--- src/design/clock_pkg.sv ---
`default_nettype none

package clock_pkg;

	// --------------------
	// widths with a meaning
	typedef logic [5:0] field_t;   // 0..59 or 0..23
	typedef logic [3:0] digit_t;   // one bcd digit
	typedef logic [6:0] seg_t;     // a..g, msb = a, active high
	typedef logic [5:0] dig_en_t;  // active low, bit 0 = seconds ones

	// press order matters, the FSMs step through these
	typedef enum logic [1:0] {
		MODE_CLOCK,
		MODE_SETUP,
		MODE_ALARM
	} mode_e;

	typedef enum logic [1:0] {
		POS_SEC,
		POS_MIN,
		POS_HR
	} pos_e;

	typedef struct packed {
		field_t hr;
		field_t min;
		field_t sec;
	} hms_s;

	typedef struct packed {
		mode_e  mode;
		pos_e   pos;
		logic   alarm_en;
		logic   inc;       // one-cycle pulse per press
	} cmd_s;

	// --------------------
	localparam field_t SEC_MAX = 6'd59;
	localparam field_t MIN_MAX = 6'd59;
	localparam field_t HR_MAX  = 6'd23;

	// digits 0..9
	localparam seg_t SEG_TABLE [10] = '{
		7'b111_1110, 7'b011_0000, 7'b110_1101, 7'b111_1001, 7'b011_0011,
		7'b101_1011, 7'b101_1111, 7'b111_0000, 7'b111_1111, 7'b111_0011
	};

endpackage

`default_nettype wire

--- src/design/tick_gen.sv ---
`default_nettype none

module tick_gen #(
	parameter int DIV = 4
) (
	input  wire  clk,
	input  wire  rst_n,
	output logic o_tick
);

	localparam int CW = (DIV > 1) ? $clog2(DIV) : 1;

	logic [CW-1:0] cnt;

	// free running from reset, tick on the last count
	always_ff @(posedge clk or negedge rst_n) begin
		if (!rst_n) begin
			cnt    <= '0;
			o_tick <= 1'b0;
		end else begin
			if (cnt == CW'(DIV - 1)) begin
				cnt    <= '0;
				o_tick <= 1'b1;  // high for exactly one clk
			end else begin
				cnt    <= cnt + 1'b1;
				o_tick <= 1'b0;
			end
		end
	end

endmodule

`default_nettype wire

--- src/design/button_decode.sv ---
`default_nettype none

module button_decode #(
	parameter int SAMPLE_DIV = 500_000
) (
	input  wire            clk,
	input  wire            rst_n,
	input  wire            i_sw_mode,
	input  wire            i_sw_pos,
	input  wire            i_sw_inc,
	input  wire            i_sw_alarm,
	output clock_pkg::cmd_s o_cmd
);

	import clock_pkg::*;

	// bit positions in the button vectors
	localparam int BTN_MODE  = 0;
	localparam int BTN_POS   = 1;
	localparam int BTN_INC   = 2;
	localparam int BTN_ALARM = 3;

	logic       sample_tick;
	logic       tick_d;       // sample tick, one clk late
	logic [3:0] sw_now;
	logic [3:0] smp0;         // newest sample
	logic [3:0] smp1;         // sample before that
	logic [3:0] deb;          // debounced level
	logic [3:0] press;

	mode_e mode_q;
	pos_e  pos_q;
	logic  alarm_en_q;

	tick_gen #(.DIV(SAMPLE_DIV)) u_sample_tick (
		.clk    (clk),
		.rst_n  (rst_n),
		.o_tick (sample_tick)
	);

	assign sw_now = {i_sw_alarm, i_sw_inc, i_sw_pos, i_sw_mode};

	// --------------------
	// sampling and debounce
	always_ff @(posedge clk or negedge rst_n) begin
		if (!rst_n) begin
			smp0   <= '0;
			smp1   <= '0;
			deb    <= '0;
			tick_d <= 1'b0;
		end else begin
			tick_d <= sample_tick;
			if (sample_tick) begin
				smp0 <= sw_now;
				smp1 <= smp0;
			end
			// two highs set it, two lows clear it, mixed keeps it
			if (tick_d)
				deb <= (smp0 & smp1) | (deb & (smp0 | smp1));
		end
	end

	// new press, valid in the clk after the second high sample
	assign press = {4{tick_d}} & smp0 & smp1 & ~deb;

	// --------------------
	// mode / position FSMs and alarm enable
	always_ff @(posedge clk or negedge rst_n) begin
		if (!rst_n) begin
			mode_q     <= MODE_CLOCK;
			pos_q      <= POS_SEC;
			alarm_en_q <= 1'b0;
		end else begin
			if (press[BTN_MODE]) begin
				case (mode_q)
					MODE_CLOCK: mode_q <= MODE_SETUP;
					MODE_SETUP: mode_q <= MODE_ALARM;
					default:    mode_q <= MODE_CLOCK;
				endcase
			end
			if (press[BTN_POS]) begin
				case (pos_q)
					POS_SEC: pos_q <= POS_MIN;
					POS_MIN: pos_q <= POS_HR;
					default: pos_q <= POS_SEC;
				endcase
			end
			if (press[BTN_ALARM])
				alarm_en_q <= ~alarm_en_q;
		end
	end

	assign o_cmd = '{
		mode:     mode_q,
		pos:      pos_q,
		alarm_en: alarm_en_q,
		inc:      press[BTN_INC]
	};

endmodule

`default_nettype wire

--- src/design/time_execute.sv ---
`default_nettype none

module time_execute #(
	parameter int TICK_DIV = 50_000_000
) (
	input  wire             clk,
	input  wire             rst_n,
	input  clock_pkg::cmd_s i_cmd,
	output clock_pkg::hms_s o_show,
	output logic            o_alarm
);

	import clock_pkg::*;

	logic sec_tick;
	hms_s clk_t;    // time of day
	hms_s alm_t;    // alarm time
	hms_s show_q;
	logic alarm_q;
	logic match;

	tick_gen #(.DIV(TICK_DIV)) u_sec_tick (
		.clk    (clk),
		.rst_n  (rst_n),
		.o_tick (sec_tick)
	);

	// --------------------
	// field helpers
	function automatic field_t wrap_inc(field_t f, field_t max_v);
		return (f >= max_v) ? '0 : f + 6'd1;
	endfunction

	// one second forward with carries
	function automatic hms_s hms_step(hms_s t);
		hms_s n;
		n     = t;
		n.sec = wrap_inc(t.sec, SEC_MAX);
		if (t.sec == SEC_MAX) begin
			n.min = wrap_inc(t.min, MIN_MAX);
			if (t.min == MIN_MAX)
				n.hr = wrap_inc(t.hr, HR_MAX);
		end
		return n;
	endfunction

	// setting, selected field only, no carry
	function automatic hms_s hms_bump(hms_s t, pos_e p);
		hms_s n;
		n = t;
		case (p)
			POS_SEC: n.sec = wrap_inc(t.sec, SEC_MAX);
			POS_MIN: n.min = wrap_inc(t.min, MIN_MAX);
			POS_HR:  n.hr  = wrap_inc(t.hr, HR_MAX);
			default: n     = t;
		endcase
		return n;
	endfunction

	// --------------------
	// clock time
	always_ff @(posedge clk or negedge rst_n) begin
		if (!rst_n) begin
			clk_t <= '0;
		end else begin
			if (i_cmd.mode == MODE_SETUP) begin
				if (i_cmd.inc)
					clk_t <= hms_bump(clk_t, i_cmd.pos);  // frozen otherwise
			end else if (sec_tick) begin
				clk_t <= hms_step(clk_t);
			end
		end
	end

	// alarm time, set only in alarm mode
	always_ff @(posedge clk or negedge rst_n) begin
		if (!rst_n)
			alm_t <= '0;
		else if (i_cmd.mode == MODE_ALARM && i_cmd.inc)
			alm_t <= hms_bump(alm_t, i_cmd.pos);
	end

	// shown time, one clk behind
	always_ff @(posedge clk or negedge rst_n) begin
		if (!rst_n)
			show_q <= '0;
		else
			show_q <= (i_cmd.mode == MODE_ALARM) ? alm_t : clk_t;
	end

	assign match = (clk_t == alm_t);

	// latch holds until alarm_en drops
	always_ff @(posedge clk or negedge rst_n) begin
		if (!rst_n)
			alarm_q <= 1'b0;
		else
			alarm_q <= i_cmd.alarm_en & (alarm_q | match);
	end

	assign o_show  = show_q;
	assign o_alarm = alarm_q;

endmodule

`default_nettype wire

--- src/design/display_result.sv ---
`default_nettype none

module display_result #(
	parameter int SCAN_DIV = 5_000
) (
	input  wire                clk,
	input  wire                rst_n,
	input  clock_pkg::hms_s    i_show,
	output clock_pkg::seg_t    o_seg,
	output clock_pkg::dig_en_t o_dig_en
);

	import clock_pkg::*;

	localparam logic [2:0] LAST_IDX = 3'd5;

	logic       scan_tick;
	logic [2:0] scan_idx;
	digit_t     digs [6];
	digit_t     cur_dig;

	tick_gen #(.DIV(SCAN_DIV)) u_scan_tick (
		.clk    (clk),
		.rst_n  (rst_n),
		.o_tick (scan_tick)
	);

	// --------------------
	// digit split
	function automatic digit_t tens_of(field_t f);
		return digit_t'(f / 6'd10);
	endfunction

	function automatic digit_t ones_of(field_t f);
		return digit_t'(f % 6'd10);
	endfunction

	always_comb begin
		digs[0] = ones_of(i_show.sec);
		digs[1] = tens_of(i_show.sec);
		digs[2] = ones_of(i_show.min);
		digs[3] = tens_of(i_show.min);
		digs[4] = ones_of(i_show.hr);
		digs[5] = tens_of(i_show.hr);
	end

	// --------------------
	// scan index, 0..5
	always_ff @(posedge clk or negedge rst_n) begin
		if (!rst_n) begin
			scan_idx <= '0;
		end else if (scan_tick) begin
			if (scan_idx >= LAST_IDX)
				scan_idx <= '0;
			else
				scan_idx <= scan_idx + 3'd1;
		end
	end

	assign cur_dig = digs[scan_idx];

	// blank on anything that is not a decimal digit
	assign o_seg    = (cur_dig <= 4'd9) ? SEG_TABLE[cur_dig] : '0;
	assign o_dig_en = ~(dig_en_t'(1) << scan_idx);  // one bit low

endmodule

`default_nettype wire

--- src/design/watch_top.sv ---
`default_nettype none

module watch_top #(
	parameter int TICK_DIV   = 50_000_000,
	parameter int SAMPLE_DIV = 500_000,
	parameter int SCAN_DIV   = 5_000
) (
	input  wire                clk,
	input  wire                rst_n,
	input  wire                i_sw_mode,
	input  wire                i_sw_pos,
	input  wire                i_sw_inc,
	input  wire                i_sw_alarm,
	output clock_pkg::seg_t    o_seg,
	output clock_pkg::dig_en_t o_dig_en,
	output logic               o_alarm
);

	import clock_pkg::*;

	cmd_s cmd;   // decode -> execute
	hms_s show;  // execute -> result

	button_decode #(.SAMPLE_DIV(SAMPLE_DIV)) u_button_decode (
		.clk        (clk),
		.rst_n      (rst_n),
		.i_sw_mode  (i_sw_mode),
		.i_sw_pos   (i_sw_pos),
		.i_sw_inc   (i_sw_inc),
		.i_sw_alarm (i_sw_alarm),
		.o_cmd      (cmd)
	);

	time_execute #(.TICK_DIV(TICK_DIV)) u_time_execute (
		.clk     (clk),
		.rst_n   (rst_n),
		.i_cmd   (cmd),
		.o_show  (show),
		.o_alarm (o_alarm)
	);

	display_result #(.SCAN_DIV(SCAN_DIV)) u_display_result (
		.clk      (clk),
		.rst_n    (rst_n),
		.i_show   (show),
		.o_seg    (o_seg),
		.o_dig_en (o_dig_en)
	);

endmodule

`default_nettype wire

--- config.mk ---
export PLATFORM = sky130hd
export DESIGN_NAME = watch_top
export DESIGN_NICKNAME = d
export VERILOG_FILES = /design/src/design/clock_pkg.sv /design/src/design/tick_gen.sv /design/src/design/button_decode.sv /design/src/design/time_execute.sv /design/src/design/display_result.sv /design/src/design/watch_top.sv
export SDC_FILE = /design/constraint.sdc
export NUM_CORES = 1
export LEC_CHECK = 0
export ABC_AREA = 1
export BUFFER_PORTS_ARGS = -buffer_cell sky130_fd_sc_hd__buf_2
export CORE_ASPECT_RATIO = 1.25
export CORE_MARGIN = 2
export CORE_UTILIZATION = 23
export CTS_BUF_LIST = sky130_fd_sc_hd__clkbuf_8
export DETAILED_ROUTE_END_ITERATION = 8
export GPL_ROUTABILITY_DRIVEN = 0
export PLACE_DENSITY = 0.39
export SYNTH_ARGS = -nofsm -noshare
export SYNTH_HDL_FRONTEND = slang
export SYNTH_HIERARCHICAL = 1
export SYNTH_SLANG_ARGS = --single-unit
--- constraint.sdc ---
create_clock -name clk -period 3.6 [get_ports clk]
set_input_delay 0.36 -clock clk [delete_from_list [all_inputs] [get_ports clk]]
set_output_delay 0.36 -clock clk [all_outputs]
set_load 0.1 [all_outputs]
# Yosys cells after proc, flatten, opt, wreduce, memory -nomap -nowiden
# Memory sizes are Yosys's and may differ from the RTL's.
# Index checks and enable logic that the tools add are counted.
dict set report word_totals {
  output_inout_bits 14
  mem_count 1
  rom_bits 112
  input_bits 6
  wordCells 122
  ff_bits 137
}
# name words word_bits read_ports rd_ports_with_merged_regs write_ports line_no
set mem_list {}
lappend mem_list {{(name not given)} 16 7 1 0 0 display_result.sv:63} ;# assign o_seg = (cur_dig <= 4'd9) ? SEG_TABLE[cur_dig] : '0;
dict set report op_classes {
  reduce_logical 12
  n_mux 30
  n_shift 1
  magnitude_cmp 10
  add_sub_neg 10
  eq_ne 14
  div_mod_pow 6
  bitwise 14
}
# op count
set op_table {}
lappend op_table {{2-to-1 mux 18 bit} 4}
lappend op_table {{2-to-1 mux 6 bit} 10}
lappend op_table {{adder 6 x 1 -> 6 bit (second input constant)} 6}
lappend op_table {{adder 26 x 1 -> 26 bit (second input constant)} 1}
lappend op_table {{equality test 26 bit (second input constant)} 1}
lappend op_table {{2-to-1 mux 26 bit} 1}
lappend op_table {{>= comparator 6 bit (second input constant)} 4}
lappend op_table {{2-to-1 mux 7 bit} 3}
lappend op_table {{bitwise AND 4 bit} 5}
lappend op_table {{adder 19 x 1 -> 19 bit (second input constant)} 1}
lappend op_table {{equality test 19 bit (second input constant)} 1}
lappend op_table {{2-to-1 mux 19 bit} 1}
lappend op_table {{divider 6 x 4 -> 6 bit (second input constant)} 3}
lappend op_table {{equality test 18 bit} 1}
lappend op_table {{remainder unit 6 x 4 -> 6 bit (second input constant)} 3}
lappend op_table {{adder 13 x 1 -> 13 bit (second input constant)} 1}
lappend op_table {{equality test 13 bit (second input constant)} 1}
lappend op_table {{2-to-1 mux 13 bit} 1}
lappend op_table {{binary-select mux 4 bit (select 3 bit)} 1}
lappend op_table {{equality test 6 bit (second input constant)} 2}
lappend op_table {{>= comparator 6 x 5 -> 1 bit (second input constant)} 2}
lappend op_table {{2-to-1 mux 12 bit} 1}
lappend op_table {{2-to-1 mux 4 bit} 2}
lappend op_table {{inequality test 2 x 1 -> 1 bit (second input constant)} 4}
lappend op_table {{other kinds (26)} 37}

# Logic depth before layout (Yosys ltp)
dict set report depth {
  depth_word 9
  ltp_mapped 24
  mapped_depth_nobuf 24
}

# By module
# The synthesis kept the hierarchy.
# mod area_per_inst_um2 seq_area_each_um2 instances cells_each
set by_module_without_submodules {}
lappend by_module_without_submodules {time_execute 2972.9 1376.3 1 379}
lappend by_module_without_submodules {{tick_gen at u_time_execute.u_sec_tick} 1545.2 675.6 1 215}
lappend by_module_without_submodules {display_result 1229.9 75.1 1 233}
lappend by_module_without_submodules {{tick_gen at u_button_decode.u_sample_tick} 1154.9 500.5 1 152}
lappend by_module_without_submodules {button_decode 812.0 450.4 1 94}
lappend by_module_without_submodules {{tick_gen at u_display_result.u_scan_tick} 778.2 350.3 1 103}

# Least setup slack after synthesis
# Ideal clock, no wire load.
dict set report synth_timing {
  kind {register -> output}
  start {register u_time_execute.show_q (netlist bit u_time_execute/o_show[4])}
  end {output port o_seg[2]}
  t_arrival_ns 3.315
  path_stages_with_launch 23
  path_buffers 0
  path_slack_ns -0.075
  required_time_ns 3.240
  cell_sequence {dfrtp_1 o21ai_0 nand2_1 nand2_4 nand2_1 nand2_1 inv_1 nand2_2 nand2_2 nand2_1 nand3_1 nand2_1 nand2_1 nand2_1 nand2_1 inv_1 ha_1 inv_1 nand2_1 nand3_2 nor2_1 nor2_1 nor2_1}
}
dict set report synth_via {
  elab_chain_cells 9
  elab_cells_between_ends 11
  cone_classes {2 x div; 1 x order compare; 6 x mux; 1 x bitwise; 1 x memory}
}
# element line_no
set synth_rtl {}
lappend synth_rtl {{from (decl)} time_execute.sv:18} ;# hms_s show_q;
lappend synth_rtl {{from (signal assigned)} time_execute.sv:88} ;# show_q <= (i_cmd.mode == MODE_ALARM) ? alm_t : clk_t;
lappend synth_rtl {{divider 6 x 4 -> 6 bit or remainder unit 6 x 4 -> 6 bit (tied branches)} {display_result.sv:31, display_result.sv:35}}
lappend synth_rtl {{binary-select mux 4 bit (select 3 bit) *} display_result.sv:60} ;# assign cur_dig = digs[scan_idx];
lappend synth_rtl {{2-to-1 mux 4 bit (implied by the code) * (2 in series)} display_result.sv:60}
lappend synth_rtl {{NOT 4 -> 5 bit (implied by the code)} display_result.sv:63}
lappend synth_rtl {{memory read (16 x 7 bit)} --}
lappend synth_rtl {{2-to-1 mux 7 bit (implied by the code) (2 in series)} display_result.sv:63}
lappend synth_rtl {{2-to-1 mux 7 bit *} display_result.sv:63}
lappend synth_rtl {{to (decl)} watch_top.sv:14} ;# output clock_pkg::seg_t o_seg,
# Every way passes the cells marked *; elsewhere a longest branch is shown, timed or not. The select of a mux whose other input is x is not followed.

# Worst setup path in the final report
dict set report layout_timing {
  start {register u_time_execute.show_q (netlist bit u_time_execute/o_show[9])}
  end {output port o_seg[4]}
}
# The elaborated chain is that of the path after synthesis.

==> results.sh <==
export IMPL_fp_dieArea_mm2=0.03849
export IMPL_synth_common_cells="310 x nand2_1, 160 x nor2_1, 158 x inv_1"
export IMPL_io_pins=20
export IMPL_port_buffers=19
export IMPL_wl_per_cell_um=11.84
export IMPL_total_power_mw=2.947
export IMPL_layout_drive_gt1_share=0.1752
export IMPL_highest_layer="met4"
export IMPL_overflow=0
export IMPL_grt_pass1_wl_um=34640
export IMPL_drv_cap=0
export IMPL_ys_ff_latch=137
export IMPL_worstSetupStartpointType="flop"
export IMPL_synthCells=1176
export IMPL_worst_pin_slew_ns=0.7547
export IMPL_vias_per_cell=4.176
export IMPL_timing_final_crit_share=0.9475
export IMPL_wl_met2_um=10240
export IMPL_firstDrtPassIters=4
export IMPL_drc=0
export IMPL_fmax_mhz=293.2
export IMPL_synth_area_leaders="dfrtp_1 40%, nand2_1 14%, nor2_1 7.1%"
export IMPL_wl_um=20280
export IMPL_fin_crit_ns=3.411
export IMPL_whs_ns=0.1103
export IMPL_cts_buffers=17
export IMPL_yosysTopAreaCell="dfrtp_1"
export IMPL_slew_violations=0
export IMPL_synth_main_ff_cell="dfrtp_1"
export IMPL_post_place_ws_ns=0.3755
export IMPL_power_per_cell_area_mw_per_mm2=296.9
export IMPL_whs_path_depth=3
export IMPL_slew_headroom=0.4969
export IMPL_syn_to_final_growth_pct=16.88
export IMPL_ys_types=44
export IMPL_fin_setup_tns_ns=0
export IMPL_die_h_um=218.8
export IMPL_worst_slack_ns=0.1892
export IMPL_cts_tree="built"
export IMPL_start_util=0.2339
export IMPL_cts_sinks=137
export IMPL_grt_start_max_net_pins=76
export IMPL_leakage_nw=4.801
export IMPL_syn_num_nets=1203
export IMPL_worstPathArrival_ns=3.05
export IMPL_dr_wl_met3_um=450
export IMPL_hpwl_um=14870
export IMPL_final_cell_count_no_fill=1713
export IMPL_clk_latency_ns=0.48
export IMPL_met1_length_um=9230
export IMPL_drtIter0Drc=313
export IMPL_nNetsFinal=1247
export IMPL_place_inst=1665
export IMPL_setup_worst_path_end_class="primary output"
export IMPL_clk_pin_slew_ns=0.09
export IMPL_die_w_um=175.9
export IMPL_synth_top_area_frac=0.4037
export IMPL_diodes=0
export IMPL_syn_avg_cell_area_um2=7.222
export IMPL_hold_violations=0
export IMPL_outcome="completed"
export IMPL_r2r_cells=10
export IMPL_ir_worst_vdd_mv=0.1865
export IMPL_clock_path_buffers=2
export IMPL_rows=78
export IMPL_cts_root_buf="clkbuf_8"
export IMPL_grt_pass1_vias=7141
export IMPL_synth_edf_count=0
export IMPL_fin_skew_ns=0.01317
export IMPL_grtUsageTotal=0.1117
export IMPL_antenna_left=0
export IMPL_required_ns=3.24
export IMPL_vias=7153
export IMPL_core_area_mm2=0.03630
export IMPL_antenna_found_initial=0
export IMPL_cp_max_fo=4
export IMPL_ys_seq_area_frac=0.4037
export IMPL_synth_most_common_cell="nand2_1"
export IMPL_finalSetupViolations=0
export IMPL_synth_area_mm2=0.008493
export IMPL_worst_setup_path_type="flop to primary output"
export IMPL_synthArstFlopShare=1.000
export IMPL_hold_path_class="input port to flop"
export IMPL_htreeDepth=4
export IMPL_synth_warnings=6
cell families (layout without fill, tap and decap cells):
kind of cell    count (synthesis)  after routing  share of synthesized area
xor+xnor                       41             41                    0.04228
flops                         137            137                     0.4037
simple gates                  681            681                     0.3639
compound gates                108            108                    0.07101
fa+ha+maj                      21             21                    0.03094
buf+inv                       188            245                    0.08824
layout by cell type, fill, tap and decap left out, drive strengths merged:
| cell type | count |
|---|---|
| nor3b | 1 |
| bufinv | 3 |
| ha | 21 |
| a21boi | 1 |
| dlygate4sd3 | 1 |
| o22ai | 1 |
| clkinvlp | 5 |
| inv | 177 |
| nand4 | 22 |
| nor2 | 190 |
| a31oi | 1 |
| nor3 | 13 |
| o21bai | 1 |
| and2 | 2 |
| clkinv | 5 |
| nand2 | 339 |
| nor4 | 1 |
| o211ai | 2 |
| a22oi | 1 |
| xnor2 | 3 |
| a211oi | 1 |
| o21ai | 69 |
| nand3 | 105 |
| buf | 37 |
| xor2 | 38 |
| clkbuf | 17 |
| or2 | 5 |
| nand3b | 3 |
| a21oi | 31 |
| dfrtp | 137 |
per-stage QoR:
stage / instance area, µm² / utilization
6_report: 9927 / 0.2734
5_1_grt: 9927 / 0.2734
4_1_cts: 9597 / 0.2643
3_5_place_dp: 9130 / 0.2515
3_3_place_gp: 9130 / 0.2515
2_1_floorplan: 8498 / -
critical path, stage by stage, from the launching register on:
cell and delay [ns]:
dfrtp_1 0.41, inv_2 0.08, a21oi_2 0.17, nand2_2 0.11, nand2_4 0.10, nand2_2 0.05, nand2_2 0.07, inv_2 0.05
nand2_4 0.09, nand2_4 0.06, nand2_2 0.06, nand3_2 0.05, nand2_1 0.08, nand2_1 0.05, nand2_1 0.06, nand2_2 0.10
inv_4 0.11, ha_4 0.13, inv_2 0.03, nand2_2 0.07, nand3_4 0.11, nand2_4 0.10, inv_4 0.05, a21oi_2 0.15
buf_8 0.22
layer usage:
metal,GRT usage,vias up
li1,-,3767
met1,0.1325,3308
met2,0.1999,59
met3,0.02062,19
met4,0.04215,0
met5,0,-
what timing repair did:
action,4_1_cts,5_1_grt
setup buffers,0,15
setup endpoints to repair,7,7
hold buffers,1,0
gates resized for setup,15,72
hold endpoints to repair,72,0
pin swaps,0,29
registers in the layout (all words and copies together) (netlist names):
| name | flops |
|---|---|
| u_time_execute/u_sec_tick/cnt | 26 |
| u_button_decode/u_sample_tick/cnt | 19 |
| u_time_execute/alm_t | 18 |
| u_time_execute/clk_t | 18 |
| u_time_execute/o_show | 18 |
| u_display_result/u_scan_tick/cnt | 13 |
| u_button_decode/deb | 4 |
| u_button_decode/smp0 | 4 |
| u_button_decode/smp1 | 4 |
| u_display_result/scan_idx | 3 |
| u_button_decode/mode_q | 2 |
| u_button_decode/pos_q | 2 |
| u_button_decode/alarm_en_q | 1 |
| u_button_decode/tick_d | 1 |
| u_button_decode/u_sample_tick/o_tick | 1 |
| u_display_result/u_scan_tick/o_tick | 1 |
| u_time_execute/o_alarm | 1 |
| u_time_execute/u_sec_tick/o_tick | 1 |
final cells by class:
cell class	instances	area, µm²
tap	480	600.6
multi-input combinational	851	4502
inverter	175	664.4
fill	4064	26380
clock inverter	15	178.9
clock buffer	17	234.0
sequential	137	3432
timing repair buffer	38	315.3
report_power, final:
group          internal (mW)  total [mW]  switching [mW]
Sequential              1.54        1.54               0
Clock                  0.685        1.37           0.687
Combinational        0.00538      0.0382          0.0328
Total                   2.23        2.95           0.720
final timing paths:
| path | from | end | slack (ns) |
|---|---|---|---|
| worst max-delay path | u_time_execute/o_show[9] | o_seg[4] | 0.19 |
| worst min-delay path | i_sw_mode | u_button_decode/smp0[0] | 0.11 |
| worst max register to register | u_button_decode/tick_d | u_time_execute/clk_t[3] | 1.38 |
| worst min register to register | u_button_decode/u_sample_tick/cnt[0] | u_button_decode/u_sample_tick/cnt[0] | 0.46 |
| max in group asynchronous | rst_n | u_time_execute/o_show[11] | 2.23 |
| min in group asynchronous | rst_n | u_time_execute/u_sec_tick/cnt[1] | 0.47 |
Note: power is estimated with default switching activity, not from simulation.
